**config.mk**
```make
export PLATFORM = sky130hd
export DESIGN_NAME = group_noc_endpoint
export DESIGN_NICKNAME = d
export VERILOG_FILES = /design/src/logic/noc_pkg.sv /design/src/logic/flit_fifo.sv /design/src/logic/rr_arbiter.sv /design/src/logic/noc_router.sv /design/src/logic/tile_xbar.sv /design/src/logic/group_noc_endpoint.sv
export VERILOG_INCLUDE_DIRS = /design/src /design/src/include
export SDC_FILE = /design/constraint.sdc
export NUM_CORES = 2
export LEC_CHECK = 0
export BUFFER_PORTS_ARGS = -buffer_cell sky130_fd_sc_hd__clkbuf_2
export CAP_MARGIN = 30
export CORE_AREA = 2 2 545 547
export CTS_BUF_LIST = sky130_fd_sc_hd__clkbuf_4
export CTS_CLUSTER_SIZE = 30
export DETAILED_ROUTE_END_ITERATION = 7
export DIE_AREA = 0 0 547 549
export PLACE_DENSITY = 0.44
export REMOVE_ABC_BUFFERS = 1
export SYNTH_ARGS = -nofsm -noshare
export SYNTH_HDL_FRONTEND = slang
export SYNTH_SLANG_ARGS = --single-unit
export TNS_END_PERCENT = 30
```
**constraint.sdc**
```tcl
create_clock -name clk_i -period 6.4 [get_ports clk_i]
set_input_delay 0 -clock clk_i [delete_from_list [all_inputs] [get_ports clk_i]]
set_output_delay 0 -clock clk_i [all_outputs]
set_load 0.05 [all_outputs]
```
**src/include/noc_settings.svh**
```systemverilog
/* NoC endpoint sizing
   Tile and group counts, field widths and router buffer depth */
`ifndef NOC_SETTINGS_SVH
`define NOC_SETTINGS_SVH

// Group geometry
`define NUM_TILES   4
`define NUM_GROUPS  4   // Groups along the X row

// Payload and address widths
`define DATA_W      32
`define ADDR_W      12  // Word address within the group
`define ROW_OFF     8   // Tile select sits right above this
`define CORE_ID_W   3

// Router input buffering
`define FIFO_DEPTH  2

`endif

```
**src/logic/noc_pkg.sv**
```systemverilog
/* NoC endpoint types
   Field typedefs, request flit layout and router port directions */
`include "noc_settings.svh"

package noc_pkg;

  // Identifiers
  typedef logic [$clog2(`NUM_TILES)-1:0]  tile_id_t;
  typedef logic [$clog2(`NUM_GROUPS)-1:0] group_id_t;

  // Addresses
  typedef logic [`ADDR_W-1:0]  addr_t;     // Group-level word address
  typedef logic [`ROW_OFF-1:0] row_addr_t; // Row inside one tile

  // Payload
  typedef logic [`DATA_W-1:0]   data_t;
  typedef logic [`DATA_W/8-1:0] be_t;
  typedef logic [`CORE_ID_W-1:0] core_id_t;

  // Request flit, header first
  typedef struct packed {
    tile_id_t  src_tile;   // Issuing tile
    group_id_t src_group;  // Issuing group
    group_id_t dst_group;  // Used by the X routers
    addr_t     tgt_addr;   // Used by the tile crossbar
    core_id_t  core_id;
    logic      wen;
    be_t       be;
    data_t     data;
  } flit_t;

  // Router ports, also used as port indices
  typedef enum logic [1:0] {
    LOCAL = 2'd0,
    EAST  = 2'd1,
    WEST  = 2'd2
  } dir_e;

endpackage

```
**src/logic/flit_fifo.sv**
```systemverilog
`timescale 1ns/1ns
/* Flit buffer
   Small circular FIFO with valid/ready on both sides */
`include "noc_settings.svh"

module flit_fifo
  import noc_pkg::*;
(
  input  logic  clk_i,
  input  logic  rst_i,
  input  flit_t in_flit_i,
  input  logic  in_valid_i,
  output logic  in_ready_o,
  output flit_t out_flit_o,
  output logic  out_valid_o,
  input  logic  out_ready_i
);

  localparam int unsigned DEPTH = `FIFO_DEPTH;
  localparam int unsigned PTR_W = (DEPTH > 1) ? $clog2(DEPTH) : 1;
  localparam int unsigned CNT_W = $clog2(DEPTH + 1);

  flit_t            mem [DEPTH];
  logic [PTR_W-1:0] wr_ptr;
  logic [PTR_W-1:0] rd_ptr;
  logic [CNT_W-1:0] count;
  logic             push;
  logic             pop;

  assign in_ready_o  = (count != CNT_W'(DEPTH)); // No write while full
  assign out_valid_o = (count != '0);
  assign out_flit_o  = mem[rd_ptr];              // Oldest entry

  assign push = in_valid_i & in_ready_o;
  assign pop  = out_valid_o & out_ready_i;

  always_ff @(posedge clk_i) begin
    if (push) mem[wr_ptr] <= in_flit_i;
  end

  always_ff @(posedge clk_i) begin
    if (rst_i) begin
      wr_ptr <= '0;
      rd_ptr <= '0;
      count  <= '0;
    end else begin
      if (push) wr_ptr <= (wr_ptr == PTR_W'(DEPTH - 1)) ? '0 : wr_ptr + 1'b1;
      if (pop)  rd_ptr <= (rd_ptr == PTR_W'(DEPTH - 1)) ? '0 : rd_ptr + 1'b1;
      case ({push, pop})
        2'b10:   count <= count + 1'b1;
        2'b01:   count <= count - 1'b1;
        default: count <= count; // Idle or pass-through
      endcase
    end
  end

endmodule

```
**src/logic/rr_arbiter.sv**
```systemverilog
`timescale 1ns/1ns
/* Round-robin arbiter
   One-hot grant from a rotating pointer, grant held while the output stalls */
module rr_arbiter #(
  parameter int unsigned NUM_REQ = 3
) (
  input  logic               clk_i,
  input  logic               rst_i,
  input  logic [NUM_REQ-1:0] req_i,
  output logic [NUM_REQ-1:0] gnt_o,
  output logic               valid_o,
  input  logic               ready_i
);

  localparam int unsigned IDX_W = (NUM_REQ > 1) ? $clog2(NUM_REQ) : 1;

  logic [IDX_W-1:0]   ptr_q;   // Highest priority requester
  logic [IDX_W-1:0]   win_idx;
  logic [NUM_REQ-1:0] rr_gnt;
  logic [NUM_REQ-1:0] gnt_q;
  logic               lock_q;  // Last grant stalled

  assign valid_o = |req_i;

  // First requester at or after the pointer
  always_comb begin
    int unsigned idx;
    logic        found;
    rr_gnt = '0;
    found  = 1'b0;
    for (int unsigned k = 0; k < NUM_REQ; k++) begin
      idx = (ptr_q + k) % NUM_REQ;
      if (!found && req_i[idx]) begin
        found       = 1'b1;
        rr_gnt[idx] = 1'b1;
      end
    end
  end

  // A stalled grant must not move, or the output flit would change
  assign gnt_o = lock_q ? gnt_q : rr_gnt;

  always_comb begin
    win_idx = ptr_q;
    for (int unsigned k = 0; k < NUM_REQ; k++) begin
      if (gnt_o[k]) win_idx = IDX_W'(k);
    end
  end

  always_ff @(posedge clk_i) begin
    if (rst_i) begin
      ptr_q  <= '0;
      gnt_q  <= '0;
      lock_q <= 1'b0;
    end else begin
      lock_q <= valid_o & ~ready_i;
      gnt_q  <= gnt_o;
      if (valid_o && ready_i) begin
        ptr_q <= (win_idx == IDX_W'(NUM_REQ - 1)) ? '0 : win_idx + 1'b1; // Skip past winner
      end
    end
  end

endmodule

```
**src/logic/noc_router.sv**
```systemverilog
`timescale 1ns/1ns
/* Per-tile X router
   Packs the master request, buffers local/east/west inputs and routes on dst_group */
module noc_router
  import noc_pkg::*;
(
  input  logic      clk_i,
  input  logic      rst_i,
  input  group_id_t group_id_i,
  input  tile_id_t  tile_id_i,
  // Master request of this tile
  input  logic      mst_valid_i,
  input  group_id_t mst_tgt_group_i,
  input  addr_t     mst_tgt_addr_i,
  input  logic      mst_wen_i,
  input  be_t       mst_be_i,
  input  data_t     mst_data_i,
  input  core_id_t  mst_core_id_i,
  output logic      mst_ready_o,
  // Incoming links
  input  flit_t     east_flit_i,
  input  logic      east_valid_i,
  output logic      east_ready_o,
  input  flit_t     west_flit_i,
  input  logic      west_valid_i,
  output logic      west_ready_o,
  // Outgoing links
  output flit_t     east_flit_o,
  output logic      east_valid_o,
  input  logic      east_ready_i,
  output flit_t     west_flit_o,
  output logic      west_valid_o,
  input  logic      west_ready_i,
  // Ejection toward the tile crossbar
  output flit_t     eject_flit_o,
  output logic      eject_valid_o,
  input  logic      eject_ready_i
);

  localparam int unsigned NUM_PORTS = 3;

  flit_t [NUM_PORTS-1:0]                in_flit;
  logic  [NUM_PORTS-1:0]                in_valid;
  logic  [NUM_PORTS-1:0]                in_ready;
  flit_t [NUM_PORTS-1:0]                head_flit;
  logic  [NUM_PORTS-1:0]                head_valid;
  logic  [NUM_PORTS-1:0]                head_ready;
  dir_e                                 route [NUM_PORTS];
  logic  [NUM_PORTS-1:0][NUM_PORTS-1:0] req;  // [output][input]
  logic  [NUM_PORTS-1:0][NUM_PORTS-1:0] gnt;
  flit_t [NUM_PORTS-1:0]                out_flit;
  logic  [NUM_PORTS-1:0]                out_valid;
  logic  [NUM_PORTS-1:0]                out_ready;

  // Pack the master request
  assign in_flit[LOCAL] = '{
    src_tile : tile_id_i,
    src_group: group_id_i,
    dst_group: mst_tgt_group_i,
    tgt_addr : mst_tgt_addr_i,
    core_id  : mst_core_id_i,
    wen      : mst_wen_i,
    be       : mst_be_i,
    data     : mst_data_i
  };
  assign in_valid[LOCAL] = mst_valid_i;
  assign in_flit[EAST]   = east_flit_i;
  assign in_valid[EAST]  = east_valid_i;
  assign in_flit[WEST]   = west_flit_i;
  assign in_valid[WEST]  = west_valid_i;

  assign mst_ready_o  = in_ready[LOCAL];
  assign east_ready_o = in_ready[EAST];
  assign west_ready_o = in_ready[WEST];

  for (genvar p = 0; p < NUM_PORTS; p++) begin : gen_in_fifo
    flit_fifo i_fifo (
      .clk_i      (clk_i        ),
      .rst_i      (rst_i        ),
      .in_flit_i  (in_flit[p]   ),
      .in_valid_i (in_valid[p]  ),
      .in_ready_o (in_ready[p]  ),
      .out_flit_o (head_flit[p] ),
      .out_valid_o(head_valid[p]),
      .out_ready_i(head_ready[p])
    );
  end

  // X routing on the buffered heads
  always_comb begin
    if (head_flit[LOCAL].dst_group > group_id_i) route[LOCAL] = EAST;
    else if (head_flit[LOCAL].dst_group < group_id_i) route[LOCAL] = WEST;
    else route[LOCAL] = LOCAL;
    // Link traffic keeps its direction or ejects, never turns back
    if (head_flit[EAST].dst_group < group_id_i) route[EAST] = WEST;
    else route[EAST] = LOCAL;
    if (head_flit[WEST].dst_group > group_id_i) route[WEST] = EAST;
    else route[WEST] = LOCAL;
  end

  for (genvar o = 0; o < NUM_PORTS; o++) begin : gen_out
    flit_t sel_flit;

    for (genvar p = 0; p < NUM_PORTS; p++) begin : gen_req
      assign req[o][p] = head_valid[p] && (route[p] == dir_e'(o));
    end

    rr_arbiter #(
      .NUM_REQ(NUM_PORTS)
    ) i_arb (
      .clk_i  (clk_i       ),
      .rst_i  (rst_i       ),
      .req_i  (req[o]      ),
      .gnt_o  (gnt[o]      ),
      .valid_o(out_valid[o]),
      .ready_i(out_ready[o])
    );

    always_comb begin
      sel_flit = '0;
      for (int p = 0; p < NUM_PORTS; p++) begin
        if (gnt[o][p]) sel_flit = head_flit[p];
      end
    end

    assign out_flit[o] = sel_flit;
  end

  // Ready goes back only to the granted input
  always_comb begin
    head_ready = '0;
    for (int o = 0; o < NUM_PORTS; o++) begin
      for (int p = 0; p < NUM_PORTS; p++) begin
        if (gnt[o][p] && out_ready[o]) head_ready[p] = 1'b1;
      end
    end
  end

  assign eject_flit_o     = out_flit[LOCAL];
  assign eject_valid_o    = out_valid[LOCAL];
  assign out_ready[LOCAL] = eject_ready_i;
  assign east_flit_o      = out_flit[EAST];
  assign east_valid_o     = out_valid[EAST];
  assign out_ready[EAST]  = east_ready_i;
  assign west_flit_o      = out_flit[WEST];
  assign west_valid_o     = out_valid[WEST];
  assign out_ready[WEST]  = west_ready_i;

endmodule

```
**src/logic/tile_xbar.sv**
```systemverilog
`timescale 1ns/1ns
/* Tile request crossbar
   Steers ejected flits to the tile named by the address tile bits and unpacks them */
`include "noc_settings.svh"

module tile_xbar
  import noc_pkg::*;
(
  input  logic                       clk_i,
  input  logic                       rst_i,
  // From the routers
  input  flit_t     [`NUM_TILES-1:0] eject_flit_i,
  input  logic      [`NUM_TILES-1:0] eject_valid_i,
  output logic      [`NUM_TILES-1:0] eject_ready_o,
  // Tile slave ports
  output logic      [`NUM_TILES-1:0] slv_valid_o,
  input  logic      [`NUM_TILES-1:0] slv_ready_i,
  output row_addr_t [`NUM_TILES-1:0] slv_row_addr_o,
  output logic      [`NUM_TILES-1:0] slv_wen_o,
  output be_t       [`NUM_TILES-1:0] slv_be_o,
  output data_t     [`NUM_TILES-1:0] slv_data_o,
  output core_id_t  [`NUM_TILES-1:0] slv_core_id_o,
  output tile_id_t  [`NUM_TILES-1:0] slv_src_tile_o,
  output group_id_t [`NUM_TILES-1:0] slv_src_group_o
);

  localparam int unsigned NT     = `NUM_TILES;
  localparam int unsigned TILE_W = $bits(tile_id_t);

  tile_id_t [NT-1:0]         tgt_tile;
  logic     [NT-1:0][NT-1:0] req;  // [tile][input]
  logic     [NT-1:0][NT-1:0] gnt;

  for (genvar i = 0; i < NT; i++) begin : gen_decode
    assign tgt_tile[i] = eject_flit_i[i].tgt_addr[`ROW_OFF +: TILE_W];
  end

  for (genvar t = 0; t < NT; t++) begin : gen_tile
    flit_t sel_flit;

    for (genvar i = 0; i < NT; i++) begin : gen_req
      assign req[t][i] = eject_valid_i[i] && (tgt_tile[i] == tile_id_t'(t));
    end

    rr_arbiter #(
      .NUM_REQ(NT)
    ) i_arb (
      .clk_i  (clk_i         ),
      .rst_i  (rst_i         ),
      .req_i  (req[t]        ),
      .gnt_o  (gnt[t]        ),
      .valid_o(slv_valid_o[t]),
      .ready_i(slv_ready_i[t])
    );

    always_comb begin
      sel_flit = '0;
      for (int i = 0; i < NT; i++) begin
        if (gnt[t][i]) sel_flit = eject_flit_i[i];
      end
    end

    // Unpack, the row address loses the tile select bits
    assign slv_row_addr_o[t]  = sel_flit.tgt_addr[`ROW_OFF-1:0];
    assign slv_wen_o[t]       = sel_flit.wen;
    assign slv_be_o[t]        = sel_flit.be;
    assign slv_data_o[t]      = sel_flit.data;
    assign slv_core_id_o[t]   = sel_flit.core_id;
    assign slv_src_tile_o[t]  = sel_flit.src_tile;   // Kept for the response
    assign slv_src_group_o[t] = sel_flit.src_group;
  end

  always_comb begin
    eject_ready_o = '0;
    for (int t = 0; t < NT; t++) begin
      for (int i = 0; i < NT; i++) begin
        if (gnt[t][i] && slv_ready_i[t]) eject_ready_o[i] = 1'b1;
      end
    end
  end

endmodule

```
**src/logic/group_noc_endpoint.sv**
```systemverilog
`timescale 1ns/1ns
/* Group NoC endpoint
   One X router per tile plus the tile crossbar on the ejection side */
`include "noc_settings.svh"

module group_noc_endpoint
  import noc_pkg::*;
(
  input  logic                       clk_i,
  input  logic                       rst_i,
  input  group_id_t                  group_id_i,
  // Master requests
  input  logic      [`NUM_TILES-1:0] mst_valid_i,
  input  group_id_t [`NUM_TILES-1:0] mst_tgt_group_i,
  input  addr_t     [`NUM_TILES-1:0] mst_tgt_addr_i,
  input  logic      [`NUM_TILES-1:0] mst_wen_i,
  input  be_t       [`NUM_TILES-1:0] mst_be_i,
  input  data_t     [`NUM_TILES-1:0] mst_data_i,
  input  core_id_t  [`NUM_TILES-1:0] mst_core_id_i,
  output logic      [`NUM_TILES-1:0] mst_ready_o,
  // Links in
  input  flit_t     [`NUM_TILES-1:0] east_flit_i,
  input  logic      [`NUM_TILES-1:0] east_valid_i,
  output logic      [`NUM_TILES-1:0] east_ready_o,
  input  flit_t     [`NUM_TILES-1:0] west_flit_i,
  input  logic      [`NUM_TILES-1:0] west_valid_i,
  output logic      [`NUM_TILES-1:0] west_ready_o,
  // Links out
  output flit_t     [`NUM_TILES-1:0] east_flit_o,
  output logic      [`NUM_TILES-1:0] east_valid_o,
  input  logic      [`NUM_TILES-1:0] east_ready_i,
  output flit_t     [`NUM_TILES-1:0] west_flit_o,
  output logic      [`NUM_TILES-1:0] west_valid_o,
  input  logic      [`NUM_TILES-1:0] west_ready_i,
  // Slave requests
  output logic      [`NUM_TILES-1:0] slv_valid_o,
  input  logic      [`NUM_TILES-1:0] slv_ready_i,
  output row_addr_t [`NUM_TILES-1:0] slv_row_addr_o,
  output logic      [`NUM_TILES-1:0] slv_wen_o,
  output be_t       [`NUM_TILES-1:0] slv_be_o,
  output data_t     [`NUM_TILES-1:0] slv_data_o,
  output core_id_t  [`NUM_TILES-1:0] slv_core_id_o,
  output tile_id_t  [`NUM_TILES-1:0] slv_src_tile_o,
  output group_id_t [`NUM_TILES-1:0] slv_src_group_o
);

  flit_t [`NUM_TILES-1:0] eject_flit;
  logic  [`NUM_TILES-1:0] eject_valid;
  logic  [`NUM_TILES-1:0] eject_ready;

  for (genvar i = 0; i < `NUM_TILES; i++) begin : gen_router
    noc_router i_router (
      .clk_i          (clk_i             ),
      .rst_i          (rst_i             ),
      .group_id_i     (group_id_i        ),
      .tile_id_i      (tile_id_t'(i)     ), // Router index is the source tile
      .mst_valid_i    (mst_valid_i[i]    ),
      .mst_tgt_group_i(mst_tgt_group_i[i]),
      .mst_tgt_addr_i (mst_tgt_addr_i[i] ),
      .mst_wen_i      (mst_wen_i[i]      ),
      .mst_be_i       (mst_be_i[i]       ),
      .mst_data_i     (mst_data_i[i]     ),
      .mst_core_id_i  (mst_core_id_i[i]  ),
      .mst_ready_o    (mst_ready_o[i]    ),
      .east_flit_i    (east_flit_i[i]    ),
      .east_valid_i   (east_valid_i[i]   ),
      .east_ready_o   (east_ready_o[i]   ),
      .west_flit_i    (west_flit_i[i]    ),
      .west_valid_i   (west_valid_i[i]   ),
      .west_ready_o   (west_ready_o[i]   ),
      .east_flit_o    (east_flit_o[i]    ),
      .east_valid_o   (east_valid_o[i]   ),
      .east_ready_i   (east_ready_i[i]   ),
      .west_flit_o    (west_flit_o[i]    ),
      .west_valid_o   (west_valid_o[i]   ),
      .west_ready_i   (west_ready_i[i]   ),
      .eject_flit_o   (eject_flit[i]     ),
      .eject_valid_o  (eject_valid[i]    ),
      .eject_ready_i  (eject_ready[i]    )
    );
  end

  tile_xbar i_xbar (
    .clk_i          (clk_i          ),
    .rst_i          (rst_i          ),
    .eject_flit_i   (eject_flit     ),
    .eject_valid_i  (eject_valid    ),
    .eject_ready_o  (eject_ready    ),
    .slv_valid_o    (slv_valid_o    ),
    .slv_ready_i    (slv_ready_i    ),
    .slv_row_addr_o (slv_row_addr_o ),
    .slv_wen_o      (slv_wen_o      ),
    .slv_be_o       (slv_be_o       ),
    .slv_data_o     (slv_data_o     ),
    .slv_core_id_o  (slv_core_id_o  ),
    .slv_src_tile_o (slv_src_tile_o ),
    .slv_src_group_o(slv_src_group_o)
  );

endmodule

```
==> results.sh <==
export IMPL_status="finished, violations left"
export IMPL_failed_checks="negative setup slack"
export IMPL_layout_min_cycle_time_ns=6.80
export IMPL_critical_path_most_common_cell="sky130_fd_sc_hd__buf_12"
export IMPL_grt_pass1_vias=84400
export IMPL_design_portCount=1404
export IMPL_die_height_um=549
export IMPL_holdCritPathClass="in2reg"
export IMPL_cap_violations=0
export IMPL_start_util=0.275
export IMPL_post_synth_num_cell_types=117
export IMPL_remaining_drc_errors=0
export IMPL_critical_path_cell_chain="mux2i_4 > inv_2 > ha_4 > o211ai_4 > or4_4 > a211oi_2 > and2_4 > o41ai_4 > buf_4 > a41o_4 > or4_4 > a32oi_4 > buf_6 > a311oi_4 > a32oi_4 > or2_4 > buf_12 > buf_12 > buf_16 > buf_4 > a221oi_2 > a221oi_2 > buf_12"
export IMPL_synthesis_area_um2=81100
export IMPL_tritoncts="done"
export IMPL_timing_worst_slew_pin_value_ns=1.16
export IMPL_clock_tree_htree_level_count=5
export IMPL_antenna_found_initial=33
export IMPL_synth_ff_type="sky130_fd_sc_hd__edfxtp_1"
export IMPL_finish_instance_area_um2=133000
export IMPL_worst_path_max_fanout=5
export IMPL_critical_path_slowest_cell="sky130_fd_sc_hd__or4_4"
export IMPL_drt_initial_drc_count=8757
export IMPL_ant_nets=0
export IMPL_setup_violators_final=208
export IMPL_core_region_area_um2=295000
export IMPL_sequential_cell_area_um2=44600
export IMPL_crit_path_start_kind="register"
export IMPL_cts_root_buf="sky130_fd_sc_hd__clkbuf_4"
export IMPL_path_delay_family="compound AO/OA/AOI/OAI gates"
export IMPL_clock_pin_transition_on_the_worst_setup_and_hold_timing_paths_ns=0.07
export IMPL_worstSetupEndpointType="output port"
export IMPL_maximum_number_of_pins_on_one_net_before_global_route_repair=120
export IMPL_routed_wl_um=514000
export IMPL_final_critical_path_setup_slack_ns=-0.404
export IMPL_num_vias=86200
export IMPL_worst_slew_margin_rel=0.217
export IMPL_dr_pass1_iters=6
export IMPL_port_buffers=1403
export IMPL_ys_top_cells_by_count="1,376 x sky130_fd_sc_hd__edfxtp_1, 735 x sky130_fd_sc_hd__a21oi_1, 669 x sky130_fd_sc_hd__nor2_1"
export IMPL_timing_final_max_slew_violations=0
export IMPL_synthesis_area_per_instance_um2=11.2
export IMPL_netlist_area_leader_share=0.510
export IMPL_cp_data_required_time_ns=6.40
export IMPL_max_clock_freq_ghz=0.147
export IMPL_cts_sink_count=1536
export IMPL_syn_to_final_growth_pct=63.9
export IMPL_grt_util_all_layers=0.323
export IMPL_synth_sequential_area_ratio=0.549
export IMPL_fill_cells=27600
export IMPL_place_detailed_hpwl_um=356000
export IMPL_layout_nets=12100
export IMPL_synth_ff_latch_count=1536
export IMPL_routability_cong=0.930
export IMPL_multi_input_gate_area_in_the_final_layout_um2=38400
export IMPL_finClkSkew_ns=0.125
export IMPL_yosysWarningCount=0
export IMPL_finalHoldViolCount=0
export IMPL_layout_drive_gt1_share=0.315
export IMPL_critPathArrivalTime_ns=6.80
export IMPL_critical_path_class="reg2out"
export IMPL_timing_critical_path_slowest_cell_delay_ns=0.53
export IMPL_yosys_top_cells_area="sky130_fd_sc_hd__edfxtp_1 51%, sky130_fd_sc_hd__mux2i_1 6.6%, sky130_fd_sc_hd__a21oi_1 4.5%"
export IMPL_chipWidth_um=547
export IMPL_post_synthesis_async_set_or_reset_flop_share=0
export IMPL_post_synth_top_count_cell="sky130_fd_sc_hd__edfxtp_1"
export IMPL_grt_setup_unrepaired="yes"
export IMPL_synth_cells=7257
export IMPL_placed_area_um2=98100
export IMPL_final_hold_worst_slack_ns=0.170
export IMPL_route_detailed_wl_per_inst_um=33.0
export IMPL_fp_row_count=200
export IMPL_clock_tree_buffer_depth=4
export IMPL_grt_overflow_total=0
export IMPL_post_route_period_util=1.06
export IMPL_cts_made_buffers=443
export IMPL_die_footprint_um2=300000
export IMPL_synth_edf_count=1376
export IMPL_clk_latency_ns=1.49
export IMPL_cell_type_with_the_highest_aggregate_area_in_the_netlist="sky130_fd_sc_hd__edfxtp_1"
export IMPL_grt_first_pass_wirelength_um=684000
export IMPL_cp_buffers_inverters=8
export IMPL_vias_per_cell=5.53
==> state kept, by name, indices dropped and copies added (netlist names), named ones only <==
register                                       flops
gen_router.i_router.gen_in_fifo.i_fifo.count      24
i_xbar.gen_tile.i_arb.ptr_q                        8
i_xbar.gen_tile.i_arb.gnt_q                       16
gen_router.i_router.gen_out.i_arb.gnt_q           36
gen_router.i_router.gen_in_fifo.i_fifo.rd_ptr     12
gen_router.i_router.gen_out.i_arb.lock_q          12
gen_router.i_router.gen_in_fifo.i_fifo.wr_ptr     12
gen_router.i_router.gen_out.i_arb.ptr_q           24
gen_router.i_router.gen_in_fifo.i_fifo.mem      1376
i_xbar.gen_tile.i_arb.lock_q                       4
==> stage by stage <==
stage,cells,worst slack [ns],util,TNS [ns]
final,15600,-0.404,0.450,-56.51
after global routing,15600,-0.635,0.450,-102.61
after CTS,15400,-0.492,0.440,-76.47
after detailed placement,12400,0.0305,0.332,0
after global placement,12400,-0.0412,0.332,-0.0412
after floorplan,6617,-10.54,-,-5314.49
==> worst paths after layout <==
kind | from | to | slack (ns) | cells past startpoint
setup / recovery | register | slv_be_o[0] | -0.40 | 23
hold / removal | rst_i | gen_router[3].i_router.gen_out[1].i_arb.gnt_q[1] | 0.17 | 5
setup reg to reg | register | register | 0.08 | 25
hold reg to reg | register | register | 0.52 | 2
==> per-layer routing <==
layer / global-route usage / wire length (µm) / vias up
met2: 0.503 / 227000 / 4839
met5: 0 / 132 / -
met1: 0.399 / 202000 / 43200
li1: - / - / 37000
met3: 0.0878 / 48300 / 1092
met4: 0.191 / 36100 / 20
==> worst min-delay path, delay by kind of cell <==
family / cells / cell delay, ns
buffers and inverters: 4 / 1.48
and+or+nand+nor: 1 / 0.11
==> cell usage in the layout, fill, tap and decap left out, types with 30 or more instances in the layout <==
cell type	count
sky130_fd_sc_hd__a21oi_1	716
sky130_fd_sc_hd__ha_1	91
sky130_fd_sc_hd__nor2_1	646
sky130_fd_sc_hd__buf_6	77
sky130_fd_sc_hd__nand2b_1	37
sky130_fd_sc_hd__o22ai_1	94
sky130_fd_sc_hd__mux2_2	226
sky130_fd_sc_hd__inv_1	98
sky130_fd_sc_hd__o2bb2ai_2	33
sky130_fd_sc_hd__dlygate4sd3_1	2111
sky130_fd_sc_hd__a221oi_1	232
sky130_fd_sc_hd__o21ai_1	46
sky130_fd_sc_hd__o21ai_0	198
sky130_fd_sc_hd__dfxtp_1	148
sky130_fd_sc_hd__clkbuf_4	652
sky130_fd_sc_hd__nor3_1	253
sky130_fd_sc_hd__o211ai_1	36
sky130_fd_sc_hd__a221oi_4	43
sky130_fd_sc_hd__clkinv_1	93
sky130_fd_sc_hd__nand2_1	356
sky130_fd_sc_hd__buf_12	274
sky130_fd_sc_hd__diode_2	31
sky130_fd_sc_hd__a221o_1	55
sky130_fd_sc_hd__clkbuf_2	1193
sky130_fd_sc_hd__o22ai_2	69
sky130_fd_sc_hd__nand3_1	94
sky130_fd_sc_hd__a21o_1	59
sky130_fd_sc_hd__buf_16	32
sky130_fd_sc_hd__buf_4	463
sky130_fd_sc_hd__mux2i_1	515
sky130_fd_sc_hd__edfxtp_1	1376
sky130_fd_sc_hd__a211oi_1	186
sky130_fd_sc_hd__nand4_1	30
sky130_fd_sc_hd__a221oi_2	110
sky130_fd_sc_hd__and2_1	36
sky130_fd_sc_hd__a311oi_1	109
==> layout make-up <==
class	count	share of cell area
diodes	31	0.000584
multi-input cells	4975	0.289
repair buffers	4210	0.293
clock inverters	133	0.00523
inverters	109	0.00308
well taps	3939	0.0371
flip-flops and latches	1536	0.335
clock buffers	648	0.0366
==> what timing repair did <==
| action | CTS | global route |
|---|---|---|
| endpoints found under the setup margin | 209 | 215 |
| hold buffers | 2112 | 0 |
| endpoints found under the hold margin | 2894 | 0 |
| setup buffers | 112 | 103 |
| gates resized for setup | 579 | 326 |
| pin swaps | 150 | 107 |
| gates cloned | 30 | 18 |
==> cell families (layout without fill, tap and decap cells) <==
| kind of cell | after synthesis | in the layout | share of synthesized area |
|---|---|---|---|
| XOR/XNOR | 40 | 40 | 0.00432 |
| adder cells (fa/ha/maj) | 104 | 104 | 0.0160 |
| AO/OA/AOI/OAI | 2338 | 2341 | 0.198 |
| buffers and inverters | 749 | 5100 | 0.0366 |
| AND/OR/NAND/NOR | 1716 | 1716 | 0.0961 |
| other | 0 | 31 | 0 |
| multiplexers | 774 | 774 | 0.100 |
| flip-flops | 1536 | 1536 | 0.549 |
Power is not shown: default switching activity piles up to over one toggle a cycle in this logic, so the estimate is an artifact.
